### src/hdl/clk_step_cfg_pkg.sv
package clk_step_cfg_pkg;

   // -------------------------------------------------------------------
   // counter widths
   // -------------------------------------------------------------------

   // step count loaded over the test access path
   localparam int STEP_W = 4;
   // alignment period, same width as the divider lcm
   localparam int LCM_W = 14;

   // -------------------------------------------------------------------
   // special values and fixed latencies
   // -------------------------------------------------------------------

   // all ones count keeps the clock enabled with no end
   localparam logic [STEP_W-1:0] STEP_ALWAYS = 4'd15;
   // alignment counter value that flags the coincident edge
   localparam logic [LCM_W-1:0] COIN_TAP = 14'd3;
   // flops in the trigger synchronizer
   localparam int SYNC_STAGES = 2;
   // coin_edge pulse to first select cycle of a burst
   localparam int START_LAT = 3;

endpackage

### src/hdl/clk_step_types_pkg.sv
package clk_step_types_pkg;

   // -------------------------------------------------------------------
   // configuration word from the test access path
   // -------------------------------------------------------------------

   // count plus domain match bit, loaded in one valid/ready transfer
   typedef struct packed {
      logic [clk_step_cfg_pkg::STEP_W-1:0] count;
      // clear means the transfer targets another domain
      logic                                dom_match;
   } step_cfg_t;

   // -------------------------------------------------------------------
   // static mode controls
   // -------------------------------------------------------------------

   typedef struct packed {
      // high in functional mode, low in test mode
      logic test_mode_off;
      // clock forced on elsewhere, select must stay quiet
      logic force_en;
   } step_mode_t;

   // -------------------------------------------------------------------
   // internal events and status
   // -------------------------------------------------------------------

   // start one-shot and its copy one cycle later, for debug
   typedef struct packed {
      logic start_1sht;
      logic start_1sht_dly;
   } step_evt_t;

   typedef struct packed {
      logic step_sel;
      logic coin_edge;
      logic busy;
   } step_status_t;

endpackage

### src/hdl/clk_step_ctl.sv
`timescale 1ns/10ps

module clk_step_ctl
(
   input  logic                                clk,
   input  logic                                rst_n,
   input  logic                                align_rst_n,
   input  logic                                trigger,
   input  clk_step_types_pkg::step_cfg_t       cfg,
   input  logic                                cfg_valid,
   input  logic [clk_step_cfg_pkg::LCM_W-1:0]  div_mult,
   input  clk_step_types_pkg::step_mode_t      mode,
   output logic                                cfg_ready,
   output clk_step_types_pkg::step_status_t    status
);

   logic                                trig_sync;
   logic [clk_step_cfg_pkg::STEP_W-1:0] init_cnt;
   logic                                coin_edge;
   logic                                busy;
   logic                                step_sel;
   // start one-shots made visible here for debug
   clk_step_types_pkg::step_evt_t       evt;

   // -------------------------------------------------------------------
   // block instances
   // -------------------------------------------------------------------

   step_req_sync u_req_sync (
      .clk       (clk),
      .rst_n     (rst_n),
      .trigger   (trigger),
      .cfg       (cfg),
      .cfg_valid (cfg_valid),
      .cfg_ready (cfg_ready),
      .busy      (busy),
      .trig_sync (trig_sync),
      .init_cnt  (init_cnt)
   );

   coin_edge_timer u_coin_timer (
      .clk         (clk),
      .align_rst_n (align_rst_n),
      .div_mult    (div_mult),
      .coin_edge   (coin_edge)
   );

   nstep_counter u_nstep_cnt (
      .clk       (clk),
      .rst_n     (rst_n),
      .trig_sync (trig_sync),
      .coin_edge (coin_edge),
      .init_cnt  (init_cnt),
      .mode      (mode),
      .evt       (evt),
      .step_sel  (step_sel),
      .busy      (busy)
   );

   assign status.step_sel  = step_sel;
   assign status.coin_edge = coin_edge;
   assign status.busy      = busy;

   // nonzero unmasked burst opens START_LAT cycles after coin_edge
   burst_lat_a : assert property (
      @(posedge clk) disable iff (!rst_n)
      (evt.start_1sht && (init_cnt != '0) && mode.test_mode_off && !mode.force_en)
      |-> ##(clk_step_cfg_pkg::START_LAT - 1) status.step_sel
   )
   else $error("clk_step_ctl: first select cycle late or missing");

endmodule

### src/hdl/coin_edge_timer.sv
`timescale 1ns/10ps

module coin_edge_timer
(
   input  logic                                clk,
   input  logic                                align_rst_n,
   input  logic [clk_step_cfg_pkg::LCM_W-1:0]  div_mult,
   output logic                                coin_edge
);

   // alignment down-counter, runs div_mult down to 1
   logic [clk_step_cfg_pkg::LCM_W-1:0] lcm_cnt;
   logic [clk_step_cfg_pkg::LCM_W-1:0] lcm_cnt_nxt;
   // counter at 1, or at 0 straight after restart
   logic                               reload;

   // -------------------------------------------------------------------
   // lcm counter for repeatable burst placement
   // -------------------------------------------------------------------

   assign reload = ~|lcm_cnt[clk_step_cfg_pkg::LCM_W-1:1];

   // period is div_mult cycles, one value per cycle
   assign lcm_cnt_nxt = reload ? div_mult
                               : lcm_cnt - clk_step_cfg_pkg::LCM_W'(1);

   // restart leaves 0 so the next edge loads div_mult
   always_ff @(posedge clk or negedge align_rst_n)
   begin
      if (!align_rst_n)
      begin
         lcm_cnt   <= '0;
         coin_edge <= 1'b0;
      end
      else
      begin
         lcm_cnt   <= lcm_cnt_nxt;
         // registered tap gives a glitch free aligned pulse
         coin_edge <= (lcm_cnt == clk_step_cfg_pkg::COIN_TAP);
      end
   end

   // div_mult below 4 would bring pulses closer than four cycles
   coin_single_a : assert property (
      @(posedge clk) disable iff (!align_rst_n)
      coin_edge |-> !$past(coin_edge, 1) && !$past(coin_edge, 2) && !$past(coin_edge, 3)
   )
   else $error("coin_edge_timer: coin_edge pulses less than four cycles apart");

endmodule

### src/hdl/nstep_counter.sv
`timescale 1ns/10ps

module nstep_counter
(
   input  logic                                clk,
   input  logic                                rst_n,
   input  logic                                trig_sync,
   input  logic                                coin_edge,
   input  logic [clk_step_cfg_pkg::STEP_W-1:0] init_cnt,
   input  clk_step_types_pkg::step_mode_t      mode,
   output clk_step_types_pkg::step_evt_t       evt,
   output logic                                step_sel,
   output logic                                busy
);

   logic                                start_q;
   logic                                start_nxt;
   logic                                start_dly;
   logic                                start_dly1;
   logic                                start_1sht;
   logic                                start_1sht_dly;
   logic [clk_step_cfg_pkg::STEP_W-1:0] cnt;
   logic [clk_step_cfg_pkg::STEP_W-1:0] cnt_nxt;
   logic                                en_nxt;
   logic                                sel_pre;

   // -------------------------------------------------------------------
   // start latch and one-shots
   // -------------------------------------------------------------------

   // trigger only counts at the coincident edge, held in between
   assign start_nxt = coin_edge ? trig_sync : start_q;

   always_ff @(posedge clk or negedge rst_n)
   begin
      if (!rst_n)
      begin
         start_q    <= 1'b0;
         start_dly  <= 1'b0;
         start_dly1 <= 1'b0;
      end
      else
      begin
         start_q    <= start_nxt;
         start_dly  <= start_q;
         start_dly1 <= start_dly;
      end
   end

   // one cycle after coin_edge, then one more
   assign start_1sht     = start_q & ~start_dly;
   assign start_1sht_dly = start_dly & ~start_dly1;

   assign evt.start_1sht     = start_1sht;
   assign evt.start_1sht_dly = start_1sht_dly;

   // -------------------------------------------------------------------
   // step down-counter and select enable
   // -------------------------------------------------------------------

   // load on start, count down once per select cycle
   assign cnt_nxt = start_1sht            ? init_cnt :
                    (sel_pre && |cnt)     ? cnt - clk_step_cfg_pkg::STEP_W'(1) :
                    cnt;

   // count of 1 never gets cnt >= 2, so it waits for the delayed one-shot
   // count of 15 keeps the enable on with or without a burst
   assign en_nxt = ((init_cnt == clk_step_cfg_pkg::STEP_W'(1)) & start_1sht_dly)
                 | (|cnt[clk_step_cfg_pkg::STEP_W-1:1])
                 | (init_cnt == clk_step_cfg_pkg::STEP_ALWAYS);

   always_ff @(posedge clk or negedge rst_n)
   begin
      if (!rst_n)
      begin
         cnt     <= '0;
         sel_pre <= 1'b0;
      end
      else
      begin
         cnt     <= cnt_nxt;
         sel_pre <= en_nxt;
      end
   end

   // forced clock or test mode owns the gate, select stays low
   assign step_sel = sel_pre & ~mode.force_en & mode.test_mode_off;

   // burst runs until the last step has been taken
   assign busy = start_1sht | (|cnt);

   // zero count must never open the clock gate
   sel_zero_a : assert property (
      @(posedge clk) disable iff (!rst_n)
      $rose(step_sel) |-> (init_cnt != '0)
   )
   else $error("nstep_counter: step_sel rose with init_cnt of 0");

endmodule

### src/hdl/step_req_sync.sv
`timescale 1ns/10ps

module step_req_sync
(
   input  logic                                   clk,
   input  logic                                   rst_n,
   input  logic                                   trigger,
   input  clk_step_types_pkg::step_cfg_t          cfg,
   input  logic                                   cfg_valid,
   output logic                                   cfg_ready,
   input  logic                                   busy,
   output logic                                   trig_sync,
   output logic [clk_step_cfg_pkg::STEP_W-1:0]    init_cnt
);

   // shift register of the trigger synchronizer, bit 0 sees the raw level
   logic [clk_step_cfg_pkg::SYNC_STAGES-1:0] trig_ff;
   // one-cycle load event
   logic                                     cfg_fire;

   // -------------------------------------------------------------------
   // trigger synchronizer
   // -------------------------------------------------------------------

   // level comes from the tck side with no relation to clk
   always_ff @(posedge clk or negedge rst_n)
   begin
      if (!rst_n)
      begin
         trig_ff <= '0;
      end
      else
      begin
         trig_ff <= {trig_ff[clk_step_cfg_pkg::SYNC_STAGES-2:0], trigger};
      end
   end

   // rising edge is found later, at the coincident edge sample
   assign trig_sync = trig_ff[clk_step_cfg_pkg::SYNC_STAGES-1];

   // -------------------------------------------------------------------
   // step configuration load
   // -------------------------------------------------------------------

   // no new count while a burst still reads the old one
   assign cfg_ready = ~busy;
   assign cfg_fire  = cfg_valid & cfg_ready;

   // other domain accepts the transfer but keeps the count
   always_ff @(posedge clk or negedge rst_n)
   begin
      if (!rst_n)
      begin
         init_cnt <= '0;
      end
      else if (cfg_fire && cfg.dom_match)
      begin
         init_cnt <= cfg.count;
      end
   end

   // source must hold the word until the burst ends and ready returns
   cfg_hold_a : assert property (
      @(posedge clk) disable iff (!rst_n)
      (cfg_valid && !cfg_ready) |=> (cfg_valid && $stable(cfg))
   )
   else $error("step_req_sync: cfg dropped or changed while cfg_ready low");

endmodule

### config.mk
export PLATFORM = sky130hd
export DESIGN_NAME = clk_step_ctl
export DESIGN_NICKNAME = d
export VERILOG_FILES = /design/src/hdl/clk_step_cfg_pkg.sv /design/src/hdl/clk_step_types_pkg.sv /design/src/hdl/clk_step_ctl.sv /design/src/hdl/coin_edge_timer.sv /design/src/hdl/nstep_counter.sv /design/src/hdl/step_req_sync.sv
export SDC_FILE = /design/constraint.sdc
export NUM_CORES = 1
export LEC_CHECK = 0
export ABC_AREA = 1
export BUFFER_PORTS_ARGS = -buffer_cell sky130_fd_sc_hd__buf_2
export CORE_UTILIZATION = 54
export DETAILED_ROUTE_END_ITERATION = 16
export HOLD_SLACK_MARGIN = 0.15
export PLACE_DENSITY = 0.89
export SYNTH_ARGS = -nofsm -noshare
export SYNTH_HDL_FRONTEND = slang
export SYNTH_SLANG_ARGS = --single-unit
### constraint.sdc
create_clock -name clk -period 1.9 [get_ports clk]
set_input_delay 0.475 -clock clk [delete_from_list [all_inputs] [get_ports clk]]
set_output_delay 0.475 -clock clk [all_outputs]
set_load 0.005 [all_outputs]
* After elaboration in Yosys (flattened, before gate mapping)
Cells that the tools add are included.
Operators by class: $add $sub $neg 2, $mul 0, divide/modulo/power cells 0, order comparisons 0, eq/ne operators 3, shifts and indexed selects 0, multiplexer cells 3, bitwise gates (word level) 13, reduce and logical (&&, ||, !) cells 6
Operators with widths (number):
- 14-bit by 2-bit == test with 1-bit output, second input constant | 1
- 14-bit two-way mux | 1
- 14-bit by 1-bit subtractor with 14-bit output, second input constant | 1
- 13-bit OR reduction | 1
- 4-bit two-way mux | 2
- 1-bit bitwise AND | 6
- 4-bit by 1-bit == test with 1-bit output, second input constant | 1
- 4-bit == test, second input constant | 1
- 1-bit NOT | 4
- 4-bit OR reduction | 1
- 4-bit by 1-bit subtractor with 4-bit output, second input constant | 1
- 1-bit OR | 3
- 3-bit OR reduction | 1
- 1-bit logical AND | 2
- 2-bit nonzero test | 1
Storage, ports and cells: flip-flop bits (word level) 29, bits in latches 0, memory bits (writable) 0, ROM bits 0, input port bits 26, memories kept 0

* Depth between registers and ports, before layout
word-level depth 6, gate-level depth with buffers 8

* Modules after synthesis
A second synthesis with hierarchy kept.
Second synthesis, totals: cell total of the unflattened synthesis 209, area total of the unflattened synthesis 1619.1 um^2
Modules (own cells, without submodules):
- coin_edge_timer | times used 1, cells an instance 124, area each 913.4 um^2
- nstep_counter | times used 1, cells an instance 62, area each 464.2 um^2
- step_req_sync | times used 1, cells an instance 20, area each 219.0 um^2
- clk_step_ctl | times used 1, cells an instance 3, area each 22.5 um^2

* Worst setup path before layout
No wires, ideal clock.
path type reg2out, from register u_nstep_cnt.cnt[0] (netlist bit), to output status[0] (netlist bit), arrival 1.029 ns, path slack 0.396 ns, cell stages (with the launch flop) 7, cell sequence dfrtp_1 > inv_1 > ha_1 > nand3_1 > nor2_2 > inv_1 > buf_4
Between the ends: word-level cells in the longest chain between the ends 2
RTL lines:
- from (decl) | line nstep_counter.sv:22 | logic [clk_step_cfg_pkg::STEP_W-1:0] cnt;
- from (signal assigned) | line nstep_counter.sv:81 | cnt <= cnt_nxt;
- 4-bit OR reduction | line nstep_counter.sv:90 | assign busy = start_1sht | (|cnt);
- 1-bit OR | line nstep_counter.sv:90
- to (decl) | line clk_step_ctl.sv:14 | output clk_step_types_pkg::step_status_t status
Every way passes these cells.

==> impl_metrics.csv <==
group,metric,value,unit
detailed_routing,drt_first_pass_iters,4,
sta,finalClockSkew,0.00518,ns
synth,yosys_warnings,0,
synth,postSynthAreaPerCell,8.01,µm²
clocking,cts_num_sinks,29,
sta,final_hold_viol_count,0,
cells_and_area,drive_gt1_share,26.8,%
cells_and_area,n_fill_cell,219,
sta,max_freq,547,MHz
detailed_routing,drt.antenna.violating_nets,0,
cells_and_area,postLayoutCoreUtil,69.0,%
worst_setup_path,cpMaxStageDelayCell,"dfrtp_1",
sta,slew-limit-headroom,77.3,%
global_route,first_global_vias,1338,
floorplan,chipHeight,56.6,µm
clocking,cts_root_buf,"clkbuf_4",
sta,fin_tns_setup,0,ns
global_route,grt_overflow_total,0,
worst_setup_path,cp-end-kind,"output pin",
cells_and_area,ff_latch_area,726,µm²
power,totalPowerFinal,1.63,mW
clocking,worstSkewPairLatency,0.33,ns
worst_setup_path,critical_path.startpoint_type,"flip-flop",
min_path,min_path_type,"primary input to flip-flop",
floorplan,full_die_area,0.00320,mm²
worst_setup_path,worst_path_largest_cell_delay,0.39,ns
sta,setup_viol,0,
worst_setup_path,worst-setup-path-type,"flip-flop to output pin",
cells_and_area,multi_input_comb_area,769,µm²
placed_design,dpl-instance-area,0.00176,mm²
detailed_routing,dr_total_vias,1410,
synth,syn_inst,201,
synth,synthDistinctLibCells,23,
clocking,tritoncts_clock_tree,"built",
global_route,grt_first_pass_wirelength,5570,µm
detailed_routing,detail_route.wl_per_cell,12.2,µm
synth,synthesis.nets,231,
power,leakagePower,0.977,nW
detailed_routing,remaining_drc_errors,0,
worst_setup_path,cpLargestDelayFamily,"flip-flops",
placed_design,place_congestion,0.869,
power,ir_worst_vdd,0.794,mV
global_route,grt_max_degree,18,
worst_setup_path,critical_path_peak_fanout,5,
synth,yosysTopAreaCellShare,45.1,%
status,status,"complete, no violations",
sta,period_minus_slack,1.83,ns
flow_run,max-cap-violations,0,
sta,drv_slew,0,
clocking,cts_buffer_depth,2,
detailed_routing,detail_route.vias_per_cell,5.22,
worst_setup_path,required,1.42,ns
synth,postSynthRegisterBits,29,
worst_setup_path,path_buf_inv,3,
synth,synth.top_cells.by_area,"dfrtp_1 45%, nand2_1 11%, nand3_1 7.2%, inv_1 6.1%, nor2_1 4.7%",
floorplan,num_rows,19,
global_route,track_usage,23.3,%
placed_design,numPortBuffers,29,
sta,fin_crit_sh,96.2,%
placed_design,dp_hpwl,2360,µm
floorplan,fp.coreArea,0.00278,mm²
synth,mappedNetlistArea,0.00161,mm²
sta,finalHoldWorstSlack,0.254,ns
worst_setup_path,timing.critical_path.arrival,1.35,ns
floorplan,pin_count,30,
cells_and_area,postLayoutCellArea,0.00192,mm²
worst_setup_path,timing.critical_path.mode_cell,"inv_2",
clocking,tritoncts.num_buffers,5,
clocking,clock_tree.htree_level_count,2,
worst_setup_path,crit_path_cell_trace,"inv_2 > ha_4 > nand3_4 > nor2_4 > inv_2 > buf_2",
power,power.density,851,mW/mm²
clocking,clkTransAtPathRegs,0.08,ns
cells_and_area,area.growth.synth_to_final,19.3,%
floorplan,starting_density,57.8,%
detailed_routing,dr.first_iter.drc_count,39,
synth,synth.yosys.seq_area_share,45.1,%
synth,netlist.top_cell.by_area,"dfrtp_1",
detailed_routing,finalWirelength,3300,µm
global_route,antenna_found_initial,0,
cells_and_area,fin_nets,268,
cells_and_area,diodes,0,
sta,worst_slew_pin_slew,0.341,ns
floorplan,dieWidth,56.6,µm
-- final timing paths --
check / from / end / slack [ns] / cells past startpoint
max in group asynchronous: align_rst_n / u_coin_timer.lcm_cnt[2] / 1.08 / 2
worst max-delay path: u_nstep_cnt.cnt[0] / status[0] / 0.07 / 6
worst min register to register: u_req_sync.trig_ff[0] / u_req_sync.trig_ff[1] / 0.35 / 0
worst min-delay path: trigger / u_req_sync.trig_ff[0] / 0.25 / 1
worst max register to register: u_nstep_cnt.cnt[0] / u_req_sync.init_cnt[2] / 0.42 / 8
min in group asynchronous: rst_n / u_req_sync.trig_ff[1] / 0.56 / 2
-- metal layers --
metal / GRT usage (%) / routed length [µm] / vias to the layer above
li1: - / - / 716
met1: 29.9 / 1460 / 628
met2: 34.6 / 1550 / 54
met3: 7.60 / 190 / 12
met4: 13.2 / 99 / 0
met5: 0 / 0 / -
-- kinds of logic (layout without fill, tap and decap cells) --
group | after synthesis | count (layout) | share of synthesized area (%)
flops | 29 | 29 | 45.1
buf+inv | 32 | 70 | 8.94
compound gates | 20 | 20 | 7.62
fa+ha+maj | 4 | 4 | 3.11
simple gates | 112 | 112 | 33.0
xor+xnor | 4 | 4 | 2.18
-- per-stage QoR --
step           setup slack [ns]  std cells
2_1_floorplan             0.396        201
3_3_place_gp              0.402        257
3_5_place_dp              0.375        257
4_1_cts                 0.00945        267
5_1_grt                -0.00939        270
6_report                 0.0716        270
-- report_power, final --
| group | internal [mW] | total (mW) | leakage [nW] | switching [mW] |
|---|---|---|---|---|
| sequential | 0.702 | 0.788 | 0.339 | 0.0859 |
| combinational | 0.145 | 0.319 | 0.593 | 0.174 |
| clock | 0.314 | 0.525 | 0.0455 | 0.211 |
| total | 1.16 | 1.63 | 0.977 | 0.471 |
-- synthesized netlist by cell type, drive strengths merged --
cell / n
nand2: 50
nor4: 1
xnor2: 3
o21ai: 13
nand4: 5
ha: 4
inv: 26
buf: 6
and2: 1
dfrtp: 29
nor2: 28
nand3: 27
o21bai: 1
o211ai: 2
a21oi: 4
xor2: 1
-- final cells by class --
type,count,share of cell area [%]
multi-input cells,140,40.1
well taps,31,2.02
clock buffers,7,2.87
clock inverters,1,1.56
repair buffers,36,10.6
flip-flops and latches,29,37.8
inverters,26,5.08
-- state kept, by name (all words and copies together) (netlist names) --
name,flops
u_req_sync.trig_ff,2
u_req_sync.init_cnt,4
u_nstep_cnt.sel_pre,1
u_coin_timer.lcm_cnt,14
u_nstep_cnt.start_dly1,1
u_nstep_cnt.cnt,4
u_coin_timer.coin_edge,1
u_nstep_cnt.start_dly,1
u_nstep_cnt.start_q,1
-- cell usage in the layout, fill, tap and decap left out --
cell type / n
a21oi_2: 4
and2_1: 1
buf_2: 29
buf_4: 5
bufinv_16: 1
clkbuf_1: 1
clkbuf_4: 5
clkbuf_8: 1
dfrtp_1: 29
dlygate4sd3_1: 2
ha_1: 3
ha_4: 1
inv_1: 23
inv_2: 3
nand2_1: 48
nand2_2: 1
nand2_4: 1
nand3_1: 22
nand3_2: 4
nand3_4: 1
nand4_1: 5
nor2_1: 20
nor2_2: 5
nor2_4: 3
nor4_1: 1
o211ai_1: 2
o21ai_0: 13
o21bai_1: 1
xnor2_1: 3
xor2_1: 1
-- repair_timing --
| action | CTS | global route |
|---|---|---|
| resized for setup | 0 | 8 |
| setup buffers | 0 | 3 |
| hold buffers | 2 | 0 |
| hold endpoints to repair | 29 | 0 |
| setup endpoints to repair | 0 | 2 |
Power figures use the tool's default switching activity.
